$ cat src/design/phase_pkg.sv
`default_nettype none

package phase_pkg;

  // sample and sum widths
  localparam int phase_w  = 8;
  localparam int offset_w = 10;  // holds [-256, 510] without overflow

  // one phase period, results wrap into [0, phase_period-1]
  localparam int phase_period = 256;

  typedef logic [phase_w-1:0] phase_t;
  typedef logic signed [offset_w-1:0] offset_t;

  // filter frame FSM
  typedef enum logic [1:0] {
    idle,
    prime_0,  // read pipeline fill
    prime_1,
    run
  } filter_state_t;

  // table address width for a given frame length
  function automatic int addr_bits(input int depth);
    int bits;
    bits = (depth > 1) ? $clog2(depth) : 1;
    return bits;
  endfunction

endpackage

`default_nettype wire

$ cat src/design/filter_bus_if.sv
`default_nettype none
`timescale 1ns/10ps

interface filter_bus_if #(
  parameter int DEPTH = 249
);
  import phase_pkg::*;

  localparam int addr_w = addr_bits(DEPTH);

  logic [addr_w-1:0] addr;
  logic              rd_en;
  offset_t           dout;  // valid the cycle after rd_en, held otherwise

  modport ctrl (
    output addr,
    output rd_en,
    input  dout
  );

  modport mem (
    input  addr,
    input  rd_en,
    output dout
  );

endinterface

`default_nettype wire

$ cat src/design/offset_ram.sv
`default_nettype none
`timescale 1ns/10ps

module offset_ram #(
  parameter int DEPTH = 249
) (
  input  logic                                   CLK,
  input  logic                                   arst_n,
  input  logic                                   wr_en,
  input  logic [phase_pkg::addr_bits(DEPTH)-1:0] wr_addr,
  input  phase_pkg::offset_t                     wr_data,
  filter_bus_if.mem                              ram_bus
);
  import phase_pkg::*;

  offset_t mem [DEPTH];  // one offset per sample position
  offset_t rd_q;

  assign ram_bus.dout = rd_q;

  // host write port
  always_ff @(posedge CLK) begin
    if (wr_en) begin
      mem[wr_addr] <= wr_data;
    end
  end

  // registered read, holds between reads
  always_ff @(posedge CLK or negedge arst_n) begin
    if (!arst_n) begin
      rd_q <= '0;
    end else if (ram_bus.rd_en) begin
      rd_q <= mem[ram_bus.addr];
    end
  end

  // **************************************************
  // checks
  // **************************************************

  // host must stay inside the table
  wr_addr_in_range: assert property (
    @(posedge CLK) disable iff (!arst_n)
      wr_en |-> (wr_addr < DEPTH)
  ) else $error("offset_ram: write address 0x%0h beyond table", wr_addr);

  // filter read sequencing must stop at the last entry
  rd_addr_in_range: assert property (
    @(posedge CLK) disable iff (!arst_n)
      ram_bus.rd_en |-> (ram_bus.addr < DEPTH)
  ) else $error("offset_ram: read address 0x%0h beyond table", ram_bus.addr);

endmodule

`default_nettype wire

$ cat src/design/phase_filter.sv
`default_nettype none
`timescale 1ns/10ps

module phase_filter #(
  parameter int DEPTH = 249
) (
  input  logic               CLK,
  input  logic               arst_n,
  filter_bus_if.ctrl         filter_bus,
  input  logic               din_valid,
  input  phase_pkg::phase_t  phase_in,
  output phase_pkg::phase_t  phase_out,
  output logic               dout_valid
);
  import phase_pkg::*;

  localparam int align_lat = 3;  // matches ram read path
  localparam int add_lat   = 2;
  localparam int fold_lat  = 2;
  localparam int addr_w    = addr_bits(DEPTH);
  localparam int set_w     = $clog2(DEPTH + 1);
  localparam int cnt_w     = $clog2(add_lat + 1);

  filter_state_t state;

  // table read side
  logic [addr_w-1:0] rd_addr;
  logic              rd_en;
  offset_t           offset_val;

  // alignment delay
  phase_t align_q [align_lat];
  phase_t phase_buf;

  // add pipeline
  offset_t a_phase;
  offset_t b_phase;
  offset_t s_phase;

  // fold pipeline
  offset_t a_fold;
  offset_t b_fold;
  logic    add_fold;
  offset_t s_fold;

  // pipeline fill tracking
  logic [cnt_w-1:0] calc_cnt;
  logic [cnt_w-1:0] fold_cnt;
  logic [set_w-1:0] set_cnt;
  logic             out_load;

  assign filter_bus.addr  = rd_addr;
  assign filter_bus.rd_en = rd_en;
  assign offset_val       = filter_bus.dout;

  // **************************************************
  // table read sequencing
  // **************************************************

  always_ff @(posedge CLK or negedge arst_n) begin
    if (!arst_n) begin
      rd_en   <= 1'b0;
      rd_addr <= '0;
    end else if (state == idle) begin
      rd_en   <= 1'b0;
      rd_addr <= '0;
    end else if (state == prime_0) begin
      rd_en <= 1'b1;  // first read issued in prime_1
    end else if (rd_en) begin
      if (rd_addr == addr_w'(DEPTH - 1)) begin
        rd_en <= 1'b0;  // last entry issued
      end else begin
        rd_addr <= rd_addr + 1'b1;
      end
    end
  end

  // **************************************************
  // datapath
  // **************************************************

  // sample k leaves the delay with offset k on the bus
  always_ff @(posedge CLK) begin
    align_q[0] <= phase_in;
    for (int i = 1; i < align_lat; i++) begin
      align_q[i] <= align_q[i-1];
    end
  end

  assign phase_buf = align_q[align_lat-1];

  // add, operands then sum
  always_ff @(posedge CLK) begin
    a_phase <= offset_t'({{(offset_w - phase_w){1'b0}}, phase_buf});
    b_phase <= offset_val;
    s_phase <= a_phase + b_phase;
  end

  // fold back into one period, one correction is enough for the offset range
  always_ff @(posedge CLK) begin
    a_fold <= s_phase;
    if (s_phase >= phase_period) begin
      b_fold   <= offset_t'(phase_period);
      add_fold <= 1'b0;
    end else if (s_phase < 0) begin
      b_fold   <= offset_t'(phase_period);
      add_fold <= 1'b1;
    end else begin
      b_fold   <= '0;
      add_fold <= 1'b1;
    end
    s_fold <= add_fold ? (a_fold + b_fold) : (a_fold - b_fold);
  end

  assign out_load = (state == run) && (fold_cnt == cnt_w'(fold_lat)) &&
                    (set_cnt != set_w'(DEPTH));

  always_ff @(posedge CLK) begin
    if (out_load) begin
      phase_out <= s_fold[phase_w-1:0];
    end
  end

  // **************************************************
  // frame FSM
  // **************************************************

  always_ff @(posedge CLK or negedge arst_n) begin
    if (!arst_n) begin
      state      <= idle;
      calc_cnt   <= '0;
      fold_cnt   <= '0;
      set_cnt    <= '0;
      dout_valid <= 1'b0;
    end else begin
      case (state)
        idle: begin
          dout_valid <= 1'b0;
          if (din_valid) begin  // sample 0 arrives with the pulse
            calc_cnt <= '0;
            fold_cnt <= '0;
            set_cnt  <= '0;
            state    <= prime_0;
          end
        end
        prime_0: begin
          state <= prime_1;
        end
        prime_1: begin
          state <= run;
        end
        run: begin
          // sum pipeline full first, then fold pipeline
          if (calc_cnt != cnt_w'(add_lat)) begin
            calc_cnt <= calc_cnt + 1'b1;
          end else if (fold_cnt != cnt_w'(fold_lat)) begin
            fold_cnt <= fold_cnt + 1'b1;
          end

          if (out_load) begin
            dout_valid <= 1'b1;
            set_cnt    <= set_cnt + 1'b1;
          end else if (set_cnt == set_w'(DEPTH)) begin
            dout_valid <= 1'b0;  // frame done
            state      <= idle;
          end
        end
        default: begin
          state <= idle;
        end
      endcase
    end
  end

  // **************************************************
  // checks
  // **************************************************

  no_valid_in_idle: assert property (
    @(posedge CLK) disable iff (!arst_n)
      (state == idle) |-> !dout_valid
  ) else $error("phase_filter: dout_valid high in idle");

  // the offset range guarantees one fold suffices
  fold_in_period: assert property (
    @(posedge CLK) disable iff (!arst_n)
      out_load |-> ((s_fold >= 0) && (s_fold < phase_period))
  ) else $error("phase_filter: folded value 0x%0h outside one period", s_fold);

endmodule

`default_nettype wire

$ cat src/design/phase_shift_top.sv
`default_nettype none
`timescale 1ns/10ps

module phase_shift_top #(
  parameter int DEPTH = 249
) (
  input  logic                                   CLK,
  input  logic                                   arst_n,

  // offset table load
  input  logic                                   wr_en,
  input  logic [phase_pkg::addr_bits(DEPTH)-1:0] wr_addr,
  input  phase_pkg::offset_t                     wr_data,

  // phase stream in
  input  logic                                   din_valid,
  input  phase_pkg::phase_t                      phase_in,

  // phase stream out
  output phase_pkg::phase_t                      phase_out,
  output logic                                   dout_valid
);

  filter_bus_if #(
    .DEPTH(DEPTH)
  ) filter_bus ();

  offset_ram #(
    .DEPTH(DEPTH)
  ) offset_ram_inst (
    .CLK     (CLK),
    .arst_n  (arst_n),
    .wr_en   (wr_en),
    .wr_addr (wr_addr),
    .wr_data (wr_data),
    .ram_bus (filter_bus.mem)
  );

  phase_filter #(
    .DEPTH(DEPTH)
  ) phase_filter_inst (
    .CLK        (CLK),
    .arst_n     (arst_n),
    .filter_bus (filter_bus.ctrl),
    .din_valid  (din_valid),
    .phase_in   (phase_in),
    .phase_out  (phase_out),
    .dout_valid (dout_valid)
  );

endmodule

`default_nettype wire

$ cat config.mk
export PLATFORM = sky130hd
export DESIGN_NAME = phase_shift_top
export DESIGN_NICKNAME = d
export VERILOG_FILES = /design/src/design/phase_pkg.sv /design/src/design/filter_bus_if.sv /design/src/design/offset_ram.sv /design/src/design/phase_filter.sv /design/src/design/phase_shift_top.sv
export SDC_FILE = /design/constraint.sdc
export NUM_CORES = 2
export LEC_CHECK = 0
export BUFFER_PORTS_ARGS = -buffer_cell sky130_fd_sc_hd__buf_2
export CELL_PAD_IN_SITES_DETAIL_PLACEMENT = 0
export CELL_PAD_IN_SITES_GLOBAL_PLACEMENT = 1
export CORE_ASPECT_RATIO = 1.5
export CORE_UTILIZATION = 35
export DETAILED_ROUTE_END_ITERATION = 10
export PLACE_DENSITY_LB_ADDON = 0.05
export SKIP_CTS_REPAIR_TIMING = 1
export SLEW_MARGIN = 20
export SYNTH_ARGS = -nofsm -noshare
export SYNTH_HDL_FRONTEND = slang
export SYNTH_SLANG_ARGS = --single-unit
$ cat constraint.sdc
create_clock -name CLK -period 4 [get_ports CLK]
set_clock_uncertainty 0.05 [all_clocks]
set_input_delay 0.6 -clock CLK [delete_from_list [all_inputs] [get_ports CLK]]
set_output_delay 0.6 -clock CLK [all_outputs]
set_load 0.02 [all_outputs]
After elaboration in Yosys (flattened, before gate mapping)
Memory sizes are Yosys's and may differ from the RTL's. A register that Yosys moved wholly into a read port is not among the register bits.
Index checks and enable logic that the tools add are counted.
{"block": "totals", "mem_bits_ro": 0, "inputBits": 30, "mem_bits_rw": 2514, "latchBits": 0, "memories": 2, "reg_bits": 77}
{"block": "op_classes", "div_mod_pow": 0, "add_sub_neg": 7, "n_mul": 0, "mux": 28, "n_lt_le_gt_ge": 1, "shift": 0, "reduce_logical": 12, "eq_ne": 19, "n_bitwise": 0}
{"memory": "offset_ram_inst.mem", "depth": 249, "word_bits": 10, "read_ports": 1, "rd_clocked_by_memory_dff": 1, "write_ports": 1, "line": "offset_ram.sv:16", "rtl": "offset_t mem [DEPTH];"}
{"memory": "phase_filter_inst.align_q", "depth": 3, "word_bits": 8, "read_ports": 3, "rd_clocked_by_memory_dff": 1, "write_ports": 3, "line": "phase_filter.sv:32", "rtl": "phase_t align_q [align_lat];"}
{"cell": "$mux W8", "count": 7}
{"cell": "$add A8 B1 Y8 const B", "count": 2}
{"cell": "$eq A8 B8 Y1 const B", "count": 2}
{"cell": "$ne A2 B2 Y1 const B", "count": 8}
{"cell": "$pmux W8 S2", "count": 1}
{"cell": "$mux W2", "count": 7}
{"cell": "$reduce_and A3 Y1", "count": 4}
{"cell": "$add A9 B10 Y10", "count": 1}
{"cell": "$ge A10 B10 Y1 const B", "count": 1}
{"cell": "$mux W1", "count": 9}
{"cell": "$add A8 B8 Y8", "count": 1}
{"cell": "$ne A8 B8 Y1 const B", "count": 1}
{"cell": "$pmux W2 S2", "count": 2}
{"cell": "$pmux W2 S4", "count": 1}
{"cell": "$sub A8 B8 Y8", "count": 1}
{"cell": "$eq A2 B2 Y1 const B", "count": 3}
{"cell": "$ne A2 B1 Y1 const B", "count": 3}
{"cell": "$add A2 B1 Y2 const B", "count": 2}
{"cell": "$reduce_and A4 Y1", "count": 1}
{"cell": "$reduce_bool A2 Y1", "count": 2}
{"cell": "$ne A3 B2 Y1 const B", "count": 1}
{"cell": "$eq A2 B1 Y1 const B", "count": 1}
{"cell": "$logic_and A1 B1 Y1", "count": 2}
{"cell": "$logic_not A2 Y1", "count": 1}
{"cell": "other kinds (3)", "count": 3}

Logic depth before layout (Yosys ltp)
{"block": "depth", "word_depth": 5, "mapped_depth": 13, "mapped_depth_nobuf": 9}

By module
From an unflattened synthesis, not the netlist that was laid out.
{"block": "hier_totals", "hier_cells": 4853, "hier_area_um2": 100325.0}
{"module": "offset_ram", "n_inst": 1, "area_per_inst_um2": 96880.4, "seq_area_each_um2": 75022.0, "cells_per_inst": 4567}
{"module": "phase_filter", "n_inst": 1, "area_per_inst_um2": 3444.6, "seq_area_each_um2": 2122.0, "cells_per_inst": 286}

Least setup slack after synthesis
OpenSTA, ideal clock, no wires.
{"block": "synth_path", "path_kind": "register to register", "start": "register phase_filter_inst.rd_addr[0], in the netlist phase_filter_inst.filter_bus.addr[0]", "end": "register offset_ram_inst.rd_q[7], in the netlist offset_ram_inst.ram_bus.dout[7], read port of offset_ram_inst.mem", "setup_ps": 119, "path_buffers": 4, "slack_ps": 1465, "arrival_time_ps": 2366, "stages_incl_launch_ff": 11, "path_cell_list": "dfrtp_1 buf_6 buf_6 buf_2 buf_4 mux4_2 a22oi_1 a21oi_1 nor4_1 o21ai_0 o21a_1"}
{"element": "from (decl)", "line": "phase_filter.sv:27", "rtl": "logic [addr_w-1:0] rd_addr;"}
{"element": "from (signal assigned)", "line": "phase_filter.sv:73", "rtl": "rd_addr <= rd_addr + 1'b1;"}
{"element": "to (decl)", "line": "offset_ram.sv:17", "rtl": "offset_t rd_q;"}

==> impl_metrics.tcl <==
set metrics [dict create \
    min_path_type "in2reg" \
    cap_violations 0 \
    worstSetupPathType "reg2reg" \
    cts_root_buf "clkbuf_16" \
    ys.warnings.count 0 \
    synth_cell_types 70 \
    fin_tns_setup_ns 0 \
    io_pins 39 \
    fin_nets 4516 \
    clk_pin_slew_ns 0.06 \
    dieArea_mm2 0.2331 \
    die_w_um 394.5 \
    leakagePower_nw 30.47 \
    crit_path_end_kind "register" \
    synth_area_mm2 0.08088 \
    synth_area_leaders "edfxtp_1 (74%), mux4_2 (14%), dfxtp_1 (1.6%)" \
    finalSetupViolations 0 \
    dpl.cell_count 7282 \
    htree_levels 4 \
    async_reset_ff_share_pct 1.527 \
    tightest_slew_ns 1.114 \
    drc_errors 0 \
    cpPeakStageDelay_ns 0.71 \
    cp_top_family "compound AO/OA/AOI/OAI gates" \
    grt_setup_unrepaired "false" \
    wl_mm 255.1 \
    first_pass_iters 5 \
    required_ns 4.69 \
    yosysTopAreaCellShare_pct 74.25 \
    place.port_buffers 36 \
    initial_core_util_pct 35.29 \
    clock_latency_ns 0.86 \
    die_y_um 590.8 \
    antenna_found_initial 15 \
    finalHoldViolCount 0 \
    startpoint_type "register" \
    grt_max_degree 130 \
    avgSynthCellArea_um2 20.76 \
    crit_chain "buf_12, buf_12, mux4_2, a22oi_1, a21oi_1, a21oi_1, nor2_1, o41ai_1, buf_4, o21ai_1" \
    vias 40470 \
    ant_nets 0 \
    wl_per_cell_um 33.26 \
    multi_input_area_mm2 0.01744 \
    areaGrowthSynthToFinish_pct 17.23 \
    cp_max_fo 19 \
    syn_nets 3943 \
    rows 215 \
    period_needed_ns 3.875 \
    drive_above_1_share_pct 30.23 \
    cts_tree "yes" \
    status "finished clean" \
    nFillCells 20540 \
    synth_top_area_cell "edfxtp_1" \
    whs_ns 0.05994 \
    cp_slowest_cell "dfrtp_4" \
    design.core.area_mm2 0.2292 \
    synthCells 3896 \
    layoutNonFillerInstCount 7671 \
    drtIter0Drc 3212 \
    fmax_mhz 258.1 \
    largest_reg_flops 1992 \
    cp.arrival_ns 4.57 \
    grt_use_total_pct 21.87 \
    ir_worst_vdd_uv 396.6 \
    synth_ff_type "edfxtp_1" \
    relSlewSlack_pct 25.59 \
    top_register "offset_ram_inst.mem" \
    drv_slew 0 \
    grt_pass1_vias 42740 \
    p_per_area_mw_per_mm2 618.6 \
    clock-sinks 2096 \
    clockBufferDepth 4 \
    yosysSeqAreaShare_pct 76.83 \
    via_per_inst 5.276 \
    grt-ovfl-total 0 \
    gp_congestion 0.8031 \
    worst-path-buf-inv 3 \
    hpwl_mm 168.8 \
    yosys_register_bits 2096 \
    biggestRegsByFlops "offset_ram_inst.mem: 1992 flops, phase_filter_inst.align_q: 24 flops" \
    period_share_pct 96.87 \
    seqCellArea_mm2 0.06216 \
    synth_edf_count 2000 \
    grt_pass1_wl_mm 353.4 \
    cts_buffers 213 \
]
## path summary, 6_finish.rpt
check	start	end	slack [ns]	cells past startpoint
max in group asynchronous	arst_n	phase_filter_inst.filter_bus.addr[2]	2.90	3
max reg2reg	phase_filter_inst.filter_bus.addr[0]	offset_ram_inst.ram_bus.dout[6]	0.13	10
min in group asynchronous	arst_n	phase_filter_inst.calc_cnt[0]	0.30	2
min reg2reg	phase_filter_inst.align_q[1][1]	phase_filter_inst.align_q[2][1]	0.26	0
min	wr_data[0]	offset_ram_inst.mem[173][0]	0.06	1
max	phase_filter_inst.filter_bus.addr[0]	offset_ram_inst.ram_bus.dout[6]	0.13	10
## cell usage after synthesis, drive strengths merged, types with 4 or more instances
| cell | n |
|---|---|
| a31oi | 18 |
| nand2b | 11 |
| nor2 | 311 |
| a21oi | 53 |
| o32ai | 4 |
| buf | 136 |
| mux2 | 23 |
| or3 | 5 |
| a221oi | 25 |
| and2 | 9 |
| nand4 | 7 |
| a211oi | 16 |
| o22ai | 17 |
| xor2 | 6 |
| nor4 | 4 |
| nor2b | 14 |
| a311oi | 11 |
| edfxtp | 2000 |
| o21ai | 47 |
| mux2i | 98 |
| a21o | 4 |
| o221ai | 19 |
| or2 | 4 |
| nand3 | 40 |
| nor3 | 22 |
| dfxtp | 64 |
| a22o | 8 |
| ha | 16 |
| xnor2 | 5 |
| o211ai | 7 |
| clkbuf | 84 |
| a22oi | 38 |
| inv | 21 |
| nand2 | 162 |
| dfrtp | 32 |
| mux4 | 494 |
| and3 | 12 |
## through the flow
step                      utilization [%]  instance area [µm²]  worst slack [ns]  total power, mW
final                               41.37                94820            0.1253            58.66
after global routing                41.36                94800           0.04180            60.79
after CTS                           41.31                94680            0.1335            59.80
after detailed placement            38.54                88330            0.1723            40.80
after global placement              38.54                88330            0.1526            40.78
after floorplan                         -                80880             1.465            33.89
## layout by cell type, fill, tap and decap left out, types with 38 or more instances in the layout
master	instances
edfxtp_1	2000
mux4_2	494
buf_4	485
nor2_1	309
clkbuf_16	216
nand2_1	152
mux2i_1	98
dfxtp_1	64
a21oi_1	53
clkinv_1	51
buf_12	47
o21ai_0	45
clkinv_2	45
clkbuf_1	44
a22oi_1	38
## final cells by class
type                            instances  share of cell area, %
Antenna cell                            8                0.02111
Clock buffer                          263                  5.918
Timing Repair Buffer                  578                  5.228
Inverter                               24                 0.1029
Multi-Input combinational cell       1556                  18.39
Sequential cell                      2096                  65.55
Clock inverter                        108                 0.7799
Tap cell                             3038                  4.009
## cells by family (layout without fill, tap and decap cells)
family          count (synthesis)  after routing  share of synthesized area (%)
compound gates                305            305                          2.641
xor+xnor                       11             11                         0.1191
fa+ha+maj                      17             17                         0.2723
buf+inv                       244            973                          1.692
flops                        2096           2096                          76.83
mux                           615            615                          15.29
other cells                     0              8                              0
simple gates                  608            608                          3.162
## power breakdown
group | switching [mW] | total [mW] | internal [mW]
clock network | 8.42 | 18.9 | 10.5
registers | 0.413 | 24.8 | 24.4
logic | 8.54 | 15.0 | 6.46
total | 17.4 | 58.7 | 41.3
## metal layers
metal | GRT usage [%] | vias to the layer above | routed length, µm | share of wire [%]
met5 | 0 | - | 0 | 0
met4 | 5.740 | 0 | 6880 | 2.7
met3 | 2.555 | 292 | 9702 | 3.8
met2 | 40.56 | 883 | 138700 | 54
met1 | 26.80 | 22110 | 99820 | 39
li1 | - | 17190 | - | -
Note: power is estimated with default switching activity, not from simulation.
